==> src/include/cluster_periph_defs.svh <==
/*
 * Global sizes and address decode fields of the cluster peripheral block.
 * Included by every package and module that needs a core count, an event
 * count or a bus field bound.
 */

`ifndef CLUSTER_PERIPH_DEFS_SVH
`define CLUSTER_PERIPH_DEFS_SVH

// Cores and per-core event lines
`define NB_CORES 4
`define NB_EVENTS 8

// Request id carries one bit per core plus one spare initiator
`define PERIPH_ID_WIDTH (`NB_CORES + 1)

// Address decode fields
`define TGT_SEL_MSB 11
`define TGT_SEL_LSB 8
`define REG_OFF_MSB 3
`define REG_OFF_LSB 2

// Read data returned for an unmapped target
`define PERIPH_ERR_RDATA 32'hDEADB33F

`endif

==> src/logic/event_unit_pkg.sv <==
/*
 * Event line numbering and register maps of the event unit slice and the
 * cluster timer. Imported by the slice, the timer and the top level.
 */

`default_nettype none

`include "cluster_periph_defs.svh"

package event_unit_pkg;

  // Lower index means higher interrupt priority
  typedef enum logic [2:0] {
    EVT_DMA     = 3'd0,
    EVT_DMA_IRQ = 3'd1,
    EVT_TIMER   = 3'd2,
    EVT_ACC0    = 3'd3,
    EVT_ACC1    = 3'd4,
    EVT_ACC2    = 3'd5,
    EVT_ACC3    = 3'd6,
    EVT_SW      = 3'd7
  } evt_idx_e;

  // Slice register offsets, address bits 3:2
  typedef enum logic [1:0] {
    EU_MASK   = 2'd0,
    EU_BUFFER = 2'd1,
    EU_SW_EVT = 2'd2,
    EU_IRQ_ID = 2'd3
  } eu_reg_e;

  // Timer register offsets
  typedef enum logic [1:0] {
    TMR_CFG = 2'd0,
    TMR_CNT = 2'd1,
    TMR_CMP = 2'd2
  } tmr_reg_e;

  typedef logic [$clog2(`NB_EVENTS)-1:0] irq_id_t;

endpackage

`default_nettype wire

==> src/logic/periph_bus_pkg.sv <==
/*
 * Field types of the peripheral bus and the target select encoding.
 * Imported by the bus interface and by every module that decodes it.
 */

`default_nettype none

`include "cluster_periph_defs.svh"

package periph_bus_pkg;

  typedef logic [31:0] periph_addr_t;
  typedef logic [31:0] periph_data_t;
  typedef logic [`PERIPH_ID_WIDTH-1:0] periph_id_t;

  // Target select field, address bits 11:8
  // Slices sit at consecutive codes from TGT_CORE0, other codes are unmapped
  typedef enum logic [3:0] {
    TGT_CORE0 = 4'd0,
    TGT_TIMER = 4'd15
  } tgt_sel_e;

endpackage

`default_nettype wire

==> src/logic/periph_bus_if.sv <==
/*
 * Internal peripheral bus between the address demux, the targets and the
 * response mux. Requests are accepted whenever req is high, wen low is a write.
 */

`timescale 1ns/10ps
`default_nettype none

interface periph_bus_if;

  import periph_bus_pkg::*;

  logic         req;
  periph_addr_t add;
  logic         wen;
  periph_data_t wdata;
  periph_id_t   id;

  // One-cycle response, no back-pressure
  logic         r_valid;
  periph_data_t r_rdata;
  periph_id_t   r_id;

  modport initiator (output req, add, wen, wdata, id);

  modport target (
    input  req, add, wen, wdata, id,
    output r_valid, r_rdata, r_id
  );

  modport response (input r_valid, r_rdata, r_id);

endinterface

`default_nettype wire

==> src/logic/cluster_periph_top.sv <==
/*
 * Cluster peripheral block. One peripheral bus port in, routed to the per-core
 * event unit slices and the cluster timer, with one merged response port.
 */

`timescale 1ns/10ps
`default_nettype none

`include "cluster_periph_defs.svh"

module cluster_periph_top (
  input  wire logic                                     clk_i,
  input  wire logic                                     reset_i,

  // Peripheral bus from the cores
  input  wire logic                                     periph_req_i,
  input  wire periph_bus_pkg::periph_addr_t              periph_add_i,
  input  wire logic                                     periph_wen_i,
  input  wire periph_bus_pkg::periph_data_t              periph_wdata_i,
  input  wire periph_bus_pkg::periph_id_t                periph_id_i,
  output      logic                                     periph_r_valid_o,
  output      periph_bus_pkg::periph_data_t              periph_r_rdata_o,
  output      periph_bus_pkg::periph_id_t                periph_r_id_o,

  // Per-core event sources and interrupt lines
  input  wire logic [`NB_CORES-1:0]                     dma_event_i,
  input  wire logic [`NB_CORES-1:0]                     dma_irq_i,
  input  wire logic [`NB_CORES-1:0][3:0]                hwpe_events_i,
  input  wire logic [`NB_CORES-1:0]                     irq_ack_i,
  input  wire event_unit_pkg::irq_id_t [`NB_CORES-1:0]  irq_ack_id_i,
  output      logic [`NB_CORES-1:0]                     irq_req_o,
  output      event_unit_pkg::irq_id_t [`NB_CORES-1:0]  irq_id_o
);

  import periph_bus_pkg::*;

  periph_bus_if slice_bus [`NB_CORES] ();
  periph_bus_if timer_bus ();

  logic       err_r_valid;
  periph_id_t err_r_id;
  logic       timer_event;

  //**********************************************************
  // Address decode
  //**********************************************************
  periph_addr_demux u_demux (
    .clk_i         ( clk_i          ),
    .reset_i       ( reset_i        ),
    .req_i         ( periph_req_i   ),
    .add_i         ( periph_add_i   ),
    .wen_i         ( periph_wen_i   ),
    .wdata_i       ( periph_wdata_i ),
    .id_i          ( periph_id_i    ),
    .slice_bus     ( slice_bus      ),
    .timer_bus     ( timer_bus      ),
    .err_r_valid_o ( err_r_valid    ),
    .err_r_id_o    ( err_r_id       )
  );

  //**********************************************************
  // Event unit slices, one per core
  //**********************************************************
  for (genvar g = 0; g < `NB_CORES; g++) begin : gen_slice
    core_event_slice u_slice (
      .clk_i         ( clk_i            ),
      .reset_i       ( reset_i          ),
      .bus           ( slice_bus[g]     ),
      .dma_event_i   ( dma_event_i[g]   ),
      .dma_irq_i     ( dma_irq_i[g]     ),
      .timer_event_i ( timer_event      ),
      .acc_events_i  ( hwpe_events_i[g] ),
      .irq_ack_i     ( irq_ack_i[g]     ),
      .irq_ack_id_i  ( irq_ack_id_i[g]  ),
      .irq_req_o     ( irq_req_o[g]     ),
      .irq_id_o      ( irq_id_o[g]      )
    );
  end

  //**********************************************************
  // Timer and response path
  //**********************************************************
  cluster_timer u_timer (
    .clk_i   ( clk_i       ),
    .reset_i ( reset_i     ),
    .bus     ( timer_bus   ),
    .event_o ( timer_event )
  );

  periph_resp_mux u_resp_mux (
    .slice_bus     ( slice_bus        ),
    .timer_bus     ( timer_bus        ),
    .err_r_valid_i ( err_r_valid      ),
    .err_r_id_i    ( err_r_id         ),
    .r_valid_o     ( periph_r_valid_o ),
    .r_rdata_o     ( periph_r_rdata_o ),
    .r_id_o        ( periph_r_id_o    )
  );

endmodule

`default_nettype wire

==> src/logic/cluster_timer.sv <==
/*
 * Cluster timer. A free running counter that wraps at the compare value and
 * sends a one-cycle event to every core slice at each wrap.
 */

`timescale 1ns/10ps
`default_nettype none

`include "cluster_periph_defs.svh"

module cluster_timer (
  input  wire logic    clk_i,
  input  wire logic    reset_i,
  periph_bus_if.target bus,
  output      logic    event_o
);

  import periph_bus_pkg::*;
  import event_unit_pkg::*;

  logic         enable_q;
  periph_data_t cnt_q;
  periph_data_t cmp_q;
  tmr_reg_e     reg_off;
  logic         wr_en;
  logic         cnt_wr;
  logic         match;
  periph_data_t rd_data;

  assign reg_off = tmr_reg_e'(bus.add[`REG_OFF_MSB:`REG_OFF_LSB]);
  assign wr_en   = bus.req && !bus.wen;
  assign cnt_wr  = wr_en && (reg_off == TMR_CNT);
  assign match   = enable_q && (cnt_q == cmp_q);

  always_ff @(posedge clk_i) begin
    if (reset_i) begin
      enable_q <= 1'b0;
      cnt_q    <= '0;
      cmp_q    <= '0;
      event_o  <= 1'b0;
    end else begin
      if (wr_en && (reg_off == TMR_CFG)) begin
        enable_q <= bus.wdata[0];
      end
      if (wr_en && (reg_off == TMR_CMP)) begin
        cmp_q <= bus.wdata;
      end
      // Software load beats counting and wrapping
      if (cnt_wr) begin
        cnt_q <= bus.wdata;
      end else if (match) begin
        cnt_q <= '0;
      end else if (enable_q) begin
        cnt_q <= cnt_q + 32'd1;
      end
      event_o <= match && !cnt_wr;
    end
  end

  always_comb begin
    case (reg_off)
      TMR_CFG: rd_data = {31'd0, enable_q};
      TMR_CNT: rd_data = cnt_q;
      TMR_CMP: rd_data = cmp_q;
      default: rd_data = '0;
    endcase
  end

  always_ff @(posedge clk_i) begin
    if (reset_i) begin
      bus.r_valid <= 1'b0;
    end else begin
      bus.r_valid <= bus.req;
    end
  end

  always_ff @(posedge clk_i) begin
    bus.r_rdata <= bus.wen ? rd_data : '0;
    bus.r_id    <= bus.id;
  end

  // The event never lasts longer than one cycle
  assert property (@(posedge clk_i) disable iff (reset_i) event_o |=> !event_o);

endmodule

`default_nettype wire

==> src/logic/core_event_slice.sv <==
/*
 * Event unit of one core. Buffers the incoming events, masks them and raises
 * an interrupt with the lowest pending index. The core clears the event with
 * an acknowledge or through the EU_BUFFER register.
 */

`timescale 1ns/10ps
`default_nettype none

`include "cluster_periph_defs.svh"

module core_event_slice (
  input  wire logic                    clk_i,
  input  wire logic                    reset_i,
  periph_bus_if.target                 bus,
  input  wire logic                    dma_event_i,
  input  wire logic                    dma_irq_i,
  input  wire logic                    timer_event_i,
  input  wire logic [3:0]              acc_events_i,
  input  wire logic                    irq_ack_i,
  input  wire event_unit_pkg::irq_id_t irq_ack_id_i,
  output      logic                    irq_req_o,
  output      event_unit_pkg::irq_id_t irq_id_o
);

  import periph_bus_pkg::*;
  import event_unit_pkg::*;

  logic [`NB_EVENTS-1:0] mask_q;
  logic [`NB_EVENTS-1:0] buf_q;
  logic [`NB_EVENTS-1:0] evt_set;
  logic [`NB_EVENTS-1:0] evt_clr;
  logic [`NB_EVENTS-1:0] pending;
  eu_reg_e               reg_off;
  logic                  wr_en;
  periph_data_t          rd_data;

  assign reg_off = eu_reg_e'(bus.add[`REG_OFF_MSB:`REG_OFF_LSB]);
  assign wr_en   = bus.req && !bus.wen;

  //**********************************************************
  // Event collection
  //**********************************************************
  always_comb begin
    evt_set                 = '0;
    evt_set[EVT_DMA]        = dma_event_i;
    evt_set[EVT_DMA_IRQ]    = dma_irq_i;
    evt_set[EVT_TIMER]      = timer_event_i;
    evt_set[EVT_ACC0 +: 4]  = acc_events_i;
    evt_set[EVT_SW]         = wr_en && (reg_off == EU_SW_EVT);
  end

  // Acknowledge and write-one-to-clear both remove bits
  always_comb begin
    evt_clr = '0;
    if (irq_ack_i) begin
      evt_clr[irq_ack_id_i] = 1'b1;
    end
    if (wr_en && (reg_off == EU_BUFFER)) begin
      evt_clr = evt_clr | bus.wdata[`NB_EVENTS-1:0];
    end
  end

  always_ff @(posedge clk_i) begin
    if (reset_i) begin
      mask_q <= '0;
      buf_q  <= '0;
    end else begin
      // A new event wins over a clear of the same bit
      buf_q <= (buf_q & ~evt_clr) | evt_set;
      if (wr_en && (reg_off == EU_MASK)) begin
        mask_q <= bus.wdata[`NB_EVENTS-1:0];
      end
    end
  end

  //**********************************************************
  // Interrupt request
  //**********************************************************
  assign pending   = buf_q & mask_q;
  assign irq_req_o = |pending;

  always_comb begin
    irq_id_o = '0;
    for (int i = `NB_EVENTS - 1; i >= 0; i--) begin
      if (pending[i]) begin
        irq_id_o = irq_id_t'(i);
      end
    end
  end

  //**********************************************************
  // Register reads and response
  //**********************************************************
  always_comb begin
    case (reg_off)
      EU_MASK:   rd_data = periph_data_t'(mask_q);
      EU_BUFFER: rd_data = periph_data_t'(buf_q);
      EU_IRQ_ID: rd_data = periph_data_t'(irq_id_o);
      default:   rd_data = '0;
    endcase
  end

  always_ff @(posedge clk_i) begin
    if (reset_i) begin
      bus.r_valid <= 1'b0;
    end else begin
      bus.r_valid <= bus.req;
    end
  end

  // Writes answer with zero data
  always_ff @(posedge clk_i) begin
    bus.r_rdata <= bus.wen ? rd_data : '0;
    bus.r_id    <= bus.id;
  end

  // The core only acknowledges an interrupt that is being requested
  assert property (@(posedge clk_i) disable iff (reset_i) irq_ack_i |-> irq_req_o);

endmodule

`default_nettype wire

==> src/logic/periph_addr_demux.sv <==
/*
 * Routes each peripheral bus request to one event unit slice or to the timer
 * by the target select field. Unmapped selects get an error response here,
 * one cycle later, like any other target.
 */

`timescale 1ns/10ps
`default_nettype none

`include "cluster_periph_defs.svh"

module periph_addr_demux (
  input  wire logic                        clk_i,
  input  wire logic                        reset_i,
  input  wire logic                        req_i,
  input  wire periph_bus_pkg::periph_addr_t add_i,
  input  wire logic                        wen_i,
  input  wire periph_bus_pkg::periph_data_t wdata_i,
  input  wire periph_bus_pkg::periph_id_t   id_i,
  periph_bus_if.initiator                  slice_bus [`NB_CORES],
  periph_bus_if.initiator                  timer_bus,
  output      logic                        err_r_valid_o,
  output      periph_bus_pkg::periph_id_t   err_r_id_o
);

  import periph_bus_pkg::*;

  tgt_sel_e   tgt_sel;
  logic [3:0] slice_idx;
  logic       timer_hit;
  logic       slice_hit;

  assign tgt_sel   = tgt_sel_e'(add_i[`TGT_SEL_MSB:`TGT_SEL_LSB]);
  assign slice_idx = tgt_sel - TGT_CORE0;
  assign timer_hit = (tgt_sel == TGT_TIMER);
  assign slice_hit = !timer_hit && (slice_idx < `NB_CORES);

  //**********************************************************
  // Request steering
  //**********************************************************
  for (genvar g = 0; g < `NB_CORES; g++) begin : gen_slice_req
    assign slice_bus[g].req   = req_i && slice_hit && (slice_idx == 4'(g));
    assign slice_bus[g].add   = add_i;
    assign slice_bus[g].wen   = wen_i;
    assign slice_bus[g].wdata = wdata_i;
    assign slice_bus[g].id    = id_i;
  end

  assign timer_bus.req   = req_i && timer_hit;
  assign timer_bus.add   = add_i;
  assign timer_bus.wen   = wen_i;
  assign timer_bus.wdata = wdata_i;
  assign timer_bus.id    = id_i;

  //**********************************************************
  // Error response for unmapped targets
  //**********************************************************
  always_ff @(posedge clk_i) begin
    if (reset_i) begin
      err_r_valid_o <= 1'b0;
    end else begin
      err_r_valid_o <= req_i && !timer_hit && !slice_hit;
    end
  end

  always_ff @(posedge clk_i) begin
    err_r_id_o <= id_i;
  end

endmodule

`default_nettype wire

==> src/logic/periph_resp_mux.sv <==
/*
 * Merges the one-cycle responses of the slices, the timer and the demux
 * error path onto the single response port. At most one source is valid.
 */

`timescale 1ns/10ps
`default_nettype none

`include "cluster_periph_defs.svh"

module periph_resp_mux (
  periph_bus_if.response                   slice_bus [`NB_CORES],
  periph_bus_if.response                   timer_bus,
  input  wire logic                        err_r_valid_i,
  input  wire periph_bus_pkg::periph_id_t   err_r_id_i,
  output      logic                        r_valid_o,
  output      periph_bus_pkg::periph_data_t r_rdata_o,
  output      periph_bus_pkg::periph_id_t   r_id_o
);

  import periph_bus_pkg::*;

  logic [`NB_CORES-1:0] s_valid;
  periph_data_t         s_rdata [`NB_CORES];
  periph_id_t           s_id    [`NB_CORES];

  // Interface arrays need constant indices
  for (genvar g = 0; g < `NB_CORES; g++) begin : gen_flat
    assign s_valid[g] = slice_bus[g].r_valid;
    assign s_rdata[g] = slice_bus[g].r_rdata;
    assign s_id[g]    = slice_bus[g].r_id;
  end

  always_comb begin
    r_valid_o = 1'b0;
    r_rdata_o = '0;
    r_id_o    = '0;
    for (int i = 0; i < `NB_CORES; i++) begin
      if (s_valid[i]) begin
        r_valid_o = 1'b1;
        r_rdata_o = s_rdata[i];
        r_id_o    = s_id[i];
      end
    end
    if (timer_bus.r_valid) begin
      r_valid_o = 1'b1;
      r_rdata_o = timer_bus.r_rdata;
      r_id_o    = timer_bus.r_id;
    end
    if (err_r_valid_i) begin
      r_valid_o = 1'b1;
      r_rdata_o = `PERIPH_ERR_RDATA;
      r_id_o    = err_r_id_i;
    end
  end

  // One request per cycle upstream means one response per cycle here
  always_comb begin
    assert final ($onehot0({s_valid, timer_bus.r_valid, err_r_valid_i}));
  end

endmodule

`default_nettype wire

==> config.mk <==
export PLATFORM = sky130hd
export DESIGN_NAME = cluster_periph_top
export DESIGN_NICKNAME = d
export VERILOG_FILES = /design/src/logic/event_unit_pkg.sv /design/src/logic/periph_bus_pkg.sv /design/src/logic/periph_bus_if.sv /design/src/logic/cluster_periph_top.sv /design/src/logic/cluster_timer.sv /design/src/logic/core_event_slice.sv /design/src/logic/periph_addr_demux.sv /design/src/logic/periph_resp_mux.sv
export VERILOG_INCLUDE_DIRS = /design/src /design/src/include
export SDC_FILE = /design/constraint.sdc
export NUM_CORES = 1
export LEC_CHECK = 0
export BUFFER_PORTS_ARGS = -buffer_cell sky130_fd_sc_hd__buf_2
export CAP_MARGIN = 20
export CORE_MARGIN = 2
export CORE_UTILIZATION = 30
export CTS_CLUSTER_DIAMETER = 150
export DETAILED_ROUTE_END_ITERATION = 8
export PLACE_DENSITY = 0.57
export REMOVE_ABC_BUFFERS = 1
export SETUP_SLACK_MARGIN = 0.02
export SLEW_MARGIN = 20
export SYNTH_ARGS = -nofsm -noshare
export SYNTH_HDL_FRONTEND = slang
export SYNTH_SLANG_ARGS = --single-unit
==> constraint.sdc <==
create_clock -name clk_i -period 2.4 [get_ports clk_i]
set_clock_uncertainty 0.15 [all_clocks]
set_input_delay 0.36 -clock clk_i [delete_from_list [all_inputs] [get_ports clk_i]]
set_output_delay 0.36 -clock clk_i [all_outputs]
set_load 0.005 [all_outputs]
# Word-level counts from Yosys, hierarchy flattened
# Cells that the tools add are included.
[word_totals]
ff_bits = 301
latchBits = 0
mem_bits_rw = 0
romBits = 0
in_bits = 113
out_inout_bits = 54
elab_cells = 182
mem_count = 0
[op_classes]
addsub = 1
n_mul = 0
n_div = 0
n_lt_le_gt_ge = 9
n_eq_ne = 8
shift = 0
muxes = 74
n_bitwise = 20
n_reduce_logical = 46
[ops]
columns = ["cell", "n"]
rows = [
  ["2-to-1 mux 32 bit", 9],
  ["2-to-1 mux 3 bit", 32],
  ["case mux 32 bit (3 select lines)", 1],
  ["case mux 8 bit (3 select lines)", 4],
  ["bitwise AND 8 bit", 8],
  ["2-to-1 mux 8 bit", 8],
  ["bitwise OR 8 bit", 8],
  ["logical AND 1 bit", 35],
  ["adder 32 x 1 -> 32 bit, second input constant", 1],
  ["equality test 32 bit", 1],
  ["inverter 8 bit", 4],
  ["OR reduction 8 bit", 4],
  ["2-to-1 mux 5 bit", 6],
  ["< comparator 3 x 4 -> 1 bit, second input constant", 4],
  ["demux 1 bit (select 3 bit)", 4],
  ["greater-or-equal comparator 3 x 1 -> 1 bit, second input constant", 4],
  ["2-to-1 mux 1 bit", 10],
  ["equality test 4 x 2 -> 1 bit, second input constant", 2],
  ["equality test 2 bit, second input constant", 2],
  ["equality test 4 x 1 -> 1 bit, second input constant", 1],
  ["equality test 4 bit, second input constant", 1],
  ["logical NOT 1 bit", 4],
  ["logical NOT 4 bit", 1],
  ["< comparator 4 x 3 -> 1 bit, second input constant", 1],
  ["other kinds (3)", 3],
]

# Longest topological paths before layout
# Gate-level depths: netlist of run 1.
[depth]
word_depth = 11
depth_mapped = 8
ltp_nobuf = 7

# By module
# Synthesis of run 1 repeated with hierarchy kept, for this count alone.
[hier_totals]
hier_cells = 1828
hier_area_um2 = 15112.0
[modules_own_cells]
columns = ["module", "n_inst", "cells_each", "area_per_inst_um2", "seq_area_each_um2"]
rows = [
  ["core_event_slice", 4, 163, 1405.1, 600.6],
  ["cluster_timer", 1, 584, 5022.3, 2082.0],
  ["periph_addr_demux", 1, 367, 2822.7, 120.1],
  ["periph_resp_mux", 1, 225, 1646.6, 0.0],
]

# Worst setup path after synthesis of run 1
# OpenSTA, ideal clock, no wires.
[synth_timing]
path_kind = "reg-to-reg"
start = "reg u_timer.cnt_q[3]"
end = "reg u_timer.cnt_q[10]"
setup_time_ns = 0.137
arrival_time_ns = 1.810
required_ns = 2.113
path_slack_ns = 0.303
path_stages_with_launch = 9
n_path_buf = 2
synth_period_minus_slack_ns = 2.097
path_cell_list = "dfxtp_1 -> clkbuf_1 -> xnor2_1 -> nand4_1 -> nor4_2 -> nand3_1 -> o21bai_2 -> buf_2 -> a211oi_1"
[synth_via]
elab_chain_len = 4
word_cells_on_any_way = 7
cone_classes = "add/sub (1); eq/ne (1); mux (3); reduce/logical (2)"
[synth_lines]
columns = ["item", "line", "rtl"]
rows = [
  ["start, declared", "cluster_timer.sv:22", "periph_data_t cnt_q;"],
  ["start signal, assigned", "cluster_timer.sv:50", "cnt_q <= bus.wdata;"],
  ["start signal, assigned", "cluster_timer.sv:54", "cnt_q <= cnt_q + 32'd1;"],
  ["adder 32 x 1 -> 32 bit / equality test 32 bit (equally long branches)", "cluster_timer.sv:54, cluster_timer.sv:33", ""],
  ["2-to-1 mux 32 bit / logical AND 1 bit (equally long branches)", "cluster_timer.sv:53, cluster_timer.sv:33", ""],
  ["2-to-1 mux 32 bit", "cluster_timer.sv:51", "end else if (match) begin"],
  ["2-to-1 mux 32 bit", "cluster_timer.sv:49", "if (cnt_wr) begin"],
]
# Several ways; a longest one is shown, not always the timed one. The select of a mux whose other input is x is not followed.
# A chain may end at the register's enable or synchronous reset.

# Final worst setup path of run 1
[layout_timing]
start = "reg gen_slice[0].u_slice.bus.r_valid"
end = "out periph_r_rdata_o[4]"
[layout_via]
elab_chain_len = 6
[layout_lines]
columns = ["item", "line", "rtl"]
rows = [
  ["start, declared", "periph_bus_if.sv:28", "output r_valid, r_rdata, r_id"],
  ["start signal, assigned", "core_event_slice.sv:108", "bus.r_valid <= bus.req;"],
  ["2-to-1 mux 32 bit (4 in series)", "periph_resp_mux.sv:39", "if (s_valid[i]) begin"],
  ["2-to-1 mux 32 bit", "periph_resp_mux.sv:45", "if (timer_bus.r_valid) begin"],
  ["2-to-1 mux 32 bit", "periph_resp_mux.sv:50", "if (err_r_valid_i) begin"],
  ["end, declared", "cluster_periph_top.sv:22", "output periph_bus_pkg::periph_data_t periph_r_rdata_o,"],
]
# No other way between the ends.

==> reports/qor.txt, run 1 <==
Mapped Cells: 1184
CTS max path bufs: 3
1st-pass router iterations: 5
Element type at the critical path end: output pin
Slew @ Worst Pin: 0.801 ns
Async set or reset register ratio after synthesis: 0%
Clock sink count: 205
Total Routing Usage GR: 19.2%
Synth Cell Area: 9820 um2
P per Cell Area: 648 nW/um2
LEAKAGE: 0.00505 uW
Status: finished with violations
IO Pins: 167
Max cap viols: 0
Post-route insts no fill: 1842
Reg2Reg Depth: 6
Largest net degree at the start of global routing: 42
Met1 Use GR: 26.2%
Fraction of layout cells with a size suffix above 1: 21.8%
Hold Crit Start: periph_wdata_i[7]
Post-synth EDFFs: 0
Yosys warns: 0
Setup slack, reg-to-reg: 0.15 ns
Final hold violation count: 0
Worst setup SP type: register
Core Area: 32400 um2
CTS tree: done
Avg WL per Cell: 18.0 um
Number of CTS-inserted buffers: 24
HP Class: in2reg
CP Data Required Time: 1.89 ns
Cell taking the most area after synthesis: dfxtp_1
Die Area: 34200 um2
Synth area leaders: dfxtp_1 42%, nand2_1 6.1%, a21oi_1 4.8%
Synth Flop Type: dfxtp_1
Max Fclk: 0.405 GHz
IO buf count: 140
Grt total ovfl: 0
Skew-Pair Late Insertion Delay: 0.52 ns
Hold slack: 0.0830 ns
Die H: 185 um
Share of the synthesized area in the top cell type: 41.8%
WP data arrival: 1.96 ns
RSZ-0062 raised after global routing: yes
VDD IR max: 536 uV
Unique masters post-synth: 54
CP Class: reg2out
Die X: 185 um
Final WS setup: -0.0665 ns
Post-route ant nets: 0
Most frequent cell after synthesis: dfxtp_1
Failing checks: setup timing
Final net count: 1497
First-pass GRT wire length: 50800 um
# DRC: 0
Number of fill cells: 3334
Routed vias: 9313
Fin crit period: 2.47 ns
Final worst-path cycle share: 103%
Final WL: 33100 um
Num rows: 66
H-tree level count: 1
Fin. max-slew vios: 0
Area growth from synthesis to layout: 31.6%
DP Cell Count: 1739
ANT cells: 0
Most Crowded Layer GR: met2
Hold path endpoint: gen_slice[3].u_slice.mask_q[7]
Grt met2 use: 30.6%
GPL Wtd Cong: 0.906
Vias in the first global route: 8858
DR iter-0 viols: 648
Hpwl dp: 23500 um
Reg2reg start: u_timer.cnt_q[11]
Post-synth top cells: 205 x dfxtp_1, 159 x nand2_1, 96 x nor2_1
Worst slack, placed: 0.0556 ns
Met3 usage: 3.26%
Final setup viols: 5
R2R Path End: u_timer.cnt_q[12]
Worst-path maximum fanout: 5
CTS root buf: clkbuf_16
Flops & latches, synth: 205
Syn_area_per_cell: 8.29 um2
Initial Utilization: 30.3%
Clk slew on worst S/H paths: 0.06 ns
Antenna violations before repair: 0
Sequential area share after synthesis: 41.8%
Vias per cell: 5.06
Max-slew headroom: 46.6%
Hold Crit Depth: 3
==> how the worst max path moves through the flow <==
stage	from	to	depth (start not counted)
CTS	gen_slice[0].u_slice.bus.r_valid	periph_r_rdata_o[4]	7
detailed placement	periph_add_i[9]	gen_slice[3].u_slice.mask_q[6]	6
floorplan	periph_add_i[3]	u_timer.cnt_q[10]	5
global placement	periph_add_i[9]	gen_slice[3].u_slice.mask_q[6]	6
global route	gen_slice[0].u_slice.bus.r_valid	periph_r_rdata_o[0]	7
finish	gen_slice[0].u_slice.bus.r_valid	periph_r_rdata_o[4]	7
==> final cells by class <==
cell class,count,area [um2],share of cell area [%]
Clock buffer,33,716,5.54
Clock inverter,10,211,1.64
Inverter,33,124,0.958
Multi-Input combinational cell,857,5390,41.7
Sequential cell,205,4130,31.9
Tap cell,442,553,4.28
Timing Repair Buffer,262,1810,14.0
==> what timing repair did <==
item | 4_1_cts | 5_1_grt
hold endpoints to repair | 74 | 1
setup endpoints to repair | 15 | 28
hold buffers | 57 | 1
buffers inserted | 0 | 1
pin swaps | 12 | 7
resized for setup | 26 | 24
gates cloned | 0 | 0
==> worst max-delay path, cell delays in order, from the launching register on <==
cell and delay, ns:
dfxtp_2 0.32, nor2b_4 0.14, buf_4 0.15, a221oi_2 0.27, nor3_2 0.09, a211oi_1 0.21
o21bai_1 0.11, buf_2 0.14
==> stage by stage <==
stage	total power, uW	util, %	setup TNS, ns	cell area (um2)
after floorplan	3790	-	-69.30	9450
after global placement	4150	34.6	0	11200
after detailed placement	4160	34.6	0	11200
after CTS	8430	39.6	-0.486	12800
after global routing	8650	39.9	-1.00	12900
final	8370	39.9	-0.211	12900
==> cells by family after synthesis <==
family,count (synthesis),share of synthesized area [%]
AOI/OAI and AO/OA,285,19.9
xor gates and xnor gates,58,5.17
adders and majority gates,1,0.127
buffers and inverters,122,5.07
DFF,205,41.8
muxes,47,4.91
and+or+nand+nor,466,23.0
==> registers in the layout (all words and copies together), names as in the netlist <==
name / count
gen_slice.u_slice.buf_q: 32
gen_slice.u_slice.bus.r_rdata: 32
gen_slice.u_slice.bus.r_valid: 4
gen_slice.u_slice.mask_q: 32
u_demux.err_r_valid_o: 1
u_timer.bus.r_id: 5
u_timer.bus.r_rdata: 32
u_timer.bus.r_valid: 1
u_timer.cmp_q: 32
u_timer.cnt_q: 32
u_timer.enable_q: 1
u_timer.event_o: 1
==> cells in the final DEF (no fill, tap or decap), drive strengths merged, types with 3 or more instances in the layout <==
master,instances
a31oi,5
o21a,4
xnor2,44
a21oi,95
a21o,16
and2,22
inv,33
a211oi,30
dlygate4sd3,58
mux2,9
or3,4
a22oi,51
clkbuf,33
o221ai,26
mux2i,38
clkinv,4
a21boi,4
nor2b,60
o21ai,8
bufinv,6
nor2,96
nor4,6
dfxtp,205
xor2,14
nand2,159
a22o,4
nand4,38
a32o,4
a221oi,13
buf,204
a311oi,3
nand2b,16
o2111ai,4
nand3,30
nor3,22
o21bai,11
or2,3
and3,6
==> routing by layer <==
metal	part of all wire, %	wire length [um]
met1	46	15100
met5	0	0
met3	5.9	1950
met4	3.0	992
met2	45	15000
==> where the power goes <==
group          internal [uW]  total, uW  switching, uW
Sequential              3460       3520           61.1
Clock                   2730       4200           1470
Combinational            286        651            364
Total                   6470       8370           1900
No activity file was read; power rests on OpenSTA's default activity.
==> inputs of run 2 (changes only) <==
--- a/config.mk
+++ b/config.mk
@@ -12,6 +12,7 @@
 export CORE_UTILIZATION = 30
 export CTS_CLUSTER_DIAMETER = 150
 export DETAILED_ROUTE_END_ITERATION = 8
+export MAX_ROUTING_LAYER = met4
 export PLACE_DENSITY = 0.57
 export REMOVE_ABC_BUFFERS = 1
 export SETUP_SLACK_MARGIN = 0.02
==> run 2 against run 1 <==
Against the previous run:
- count of clock-buffer cells in the layout decreased by 1
- core utilization decreased by 0.69 points
- critical path depth unchanged
- routed wire length decreased by 0.76%
- sequential power about the same
- critical path type unchanged
- hold slack got worse by 0.068 ns
- design area decreased by 1.7%
- register-to-register slack improved by 0.05 ns
- highest routed layer unchanged
- final cell count about the same
- the run still ends with setup timing left
- first-iteration DRC count decreased by 8.8%
- global-route usage increased by 0.25 points
- critical endpoint is now periph_r_rdata_o[0]
==> reports/qor.txt, run 2 (same netlist as run 1, synthesis figures left out) <==
Die Area: 34200 um2 (unchanged)
Antenna violations before repair: 0 (unchanged)
Final WS setup: -0.0601 ns (+0.00638 ns)
Sequential cell area: 4120 um2 (-0.12%)
CP Data Required Time: 1.89 ns (about the same)
Total Neg Setup Slack: -0.190 ns (+0.0201 ns)
Grt total ovfl: 0 (unchanged)
Avg WL per Cell: 17.9 um (-0.71%)
Vias per cell: 5.13 (+1.5%)
Failing checks: setup timing
# DRC: 0 (unchanged)
Reg2reg start: u_timer.cnt_q[9]
Clk slew on worst S/H paths: 0.06 ns (about the same)
Core Area: 32400 um2 (unchanged)
RSZ-0062 raised after global routing: yes
Fraction of layout cells with a size suffix above 1: 21.1% (-0.70 points)
GPL Wtd Cong: 0.901 (-0.54%)
Final core utilization: 39.2% (-0.69 points)
LEAKAGE: 0.00497 uW (-1.7%)
Max cap viols: 0 (unchanged)
Hpwl dp: 23400 um (-0.29%)
Worst setup path startpoint: gen_slice[1].u_slice.bus.r_valid
Clock sink count: 205 (unchanged)
Num rows: 66 (unchanged)
Fin crit period: 2.46 ns (-0.00638 ns)
Vias in the first global route: 9001 (+1.6%)
Die H: 185 um (unchanged)
Die X: 185 um (unchanged)
Max Fclk: 0.406 GHz (+0.26%)
Max-slew headroom: 58.2% (+12 points)
Area growth from synthesis to layout: 29.3%
Initial Utilization: 30.3% (unchanged)
CTS max path bufs: 3 (unchanged)
R2R Path End: u_timer.cnt_q[12]
Final setup viols: 6 (+1)
Commonest non-fill, non-tap cell in the layout: dfxtp_1
Slew @ Worst Pin: 0.624 ns (-0.177 ns)
Commonest cells after routing, fill and taps aside: 194 x dfxtp_1, 157 x nand2_1, 139 x buf_2
Final hold violation count: 0 (unchanged)
Fin. max-slew vios: 0 (unchanged)
Largest net degree at the start of global routing: 43 (+2.4%)
Status: finished with violations
IO buf count: 140 (unchanged)
Area occupied by multi-input gates: 5330 um2 (-1.0%)
CP Class: reg2out
Final worst-path cycle share: 103% (-0.27 points)
P per Cell Area: 611 nW/um2 (-5.7%)
H-tree level count: 1 (unchanged)
Final net count: 1497 (unchanged)
First-pass GRT wire length: 50400 um (-0.91%)
Worst setup SP type: register
Setup slack, reg-to-reg: 0.20 ns (+0.05 ns)
Worst-path maximum fanout: 7 (+2)
Number of CTS-inserted buffers: 23 (-4.2%)
CTS root buf: clkbuf_16
CTS tree: done
ANT cells: 0 (unchanged)
Number of fill cells: 3317 (-0.51%)
Total power: 7760 uW (-7.3%)
Total Routing Usage GR: 19.4% (+0.25 points)
DR iter-0 viols: 591 (-8.8%)
Routed vias: 9447 (+1.4%)
Element type at the critical path end: output pin
Reg2Reg Depth: 6 (unchanged)
VDD IR max: 444 uV (-17%)
WP data arrival: 1.95 ns (about the same)
1st-pass router iterations: 5 (unchanged)
Skew-Pair Late Insertion Delay: 0.52 ns (about the same)
HP Class: in2reg
Post-route ant nets: 0 (unchanged)
IO Pins: 167 (unchanged)
Crit path capture: periph_r_rdata_o[0]
Final WL: 32900 um (-0.76%)
## run 2: cell types whose count changed in the layout (fill, tap and decap cells not counted), moves of 2 or more
cell	delta
a221oi_1	+2
clkinv_4	-2
dfxtp_1	+2
buf_4	+4
bufinv_16	-4
clkinv_2	+4
o21bai_1	+2
clkbuf_16	-2
o21bai_2	-2
a221oi_4	-2
## run 2: worst min-delay path by stage
stage / startpoint / endpoint / slack (ns) / cells past startpoint
3_5_place_dp: periph_id_i[4] / u_timer.bus.r_id[4] / 0.31 / 1
5_1_grt: periph_add_i[10] / u_timer.bus.r_valid / 0.03 / 3
4_1_cts: periph_add_i[10] / u_timer.bus.r_valid / 0.004 / 3
2_1_floorplan: periph_id_i[0] / u_timer.bus.r_id[0] / 0.24 / 0
6_report: periph_add_i[10] / u_timer.bus.r_valid / 0.01 / 3
3_3_place_gp: gen_slice[0].u_slice.mask_q[0] / gen_slice[0].u_slice.mask_q[0] / 0.31 / 2
## run 2: what timing repair did
item / in CTS / in global routing
pin swaps: 10 / 3
setup endpoints to repair: 23 / 22
hold buffers: 58 / 0
hold endpoints to repair: 73 / 0
setup buffers: 1 / 0
gates resized for setup: 16 / 17
## run 2: where the power goes
| part | internal, uW | total (uW) | switching [uW] |
|---|---|---|---|
| combinational | 284 | 649 | 364 |
| sequential | 3460 | 3520 | 56.9 |
| clock | 2160 | 3590 | 1430 |
## run 2: final cells by class
cell class	instances	area share, %
inverter	33	0.975
clock inverter	9	0.808
tap	442	4.35
sequential	205	32.4
multi-input combinational	857	42.0
timing repair buffer	263	14.2
clock buffer	32	5.27
## run 2: metrics by stage
stage / setup slack (ns) / std cells / hold slack, ns / area [um2]
6_report: -0.0601 / 1841 / 0.0145 / 12700
5_1_grt: -0.139 / 1841 / 0.0265 / 12700
4_1_cts: -0.0604 / 1841 / 0.00376 / 12600
3_5_place_dp: 0.222 / 1741 / 0.314 / 11200
3_3_place_gp: 0.00787 / 1741 / 0.312 / 11200
2_1_floorplan: -1.65 / 1095 / 0.238 / 9450
## run 2: metal layers
layer | track usage (%) | routed length (um) | vias up
met3 | 2.63 | 1960 | 71
li1 | - | - | 4577
met4 | 7.02 | 1090 | 0
met1 | 25.4 | 14700 | 4494
met5 | - | 0 | -
met2 | 30.7 | 15100 | 305
## run 2: critical path, stage by stage, from the launching register on
cell	delay, ns
dfxtp_1	0.38
nor2b_4	0.09
buf_4	0.15
a221oi_2	0.27
nor3_1	0.09
a211oi_2	0.20
o21bai_1	0.10
buf_2	0.15
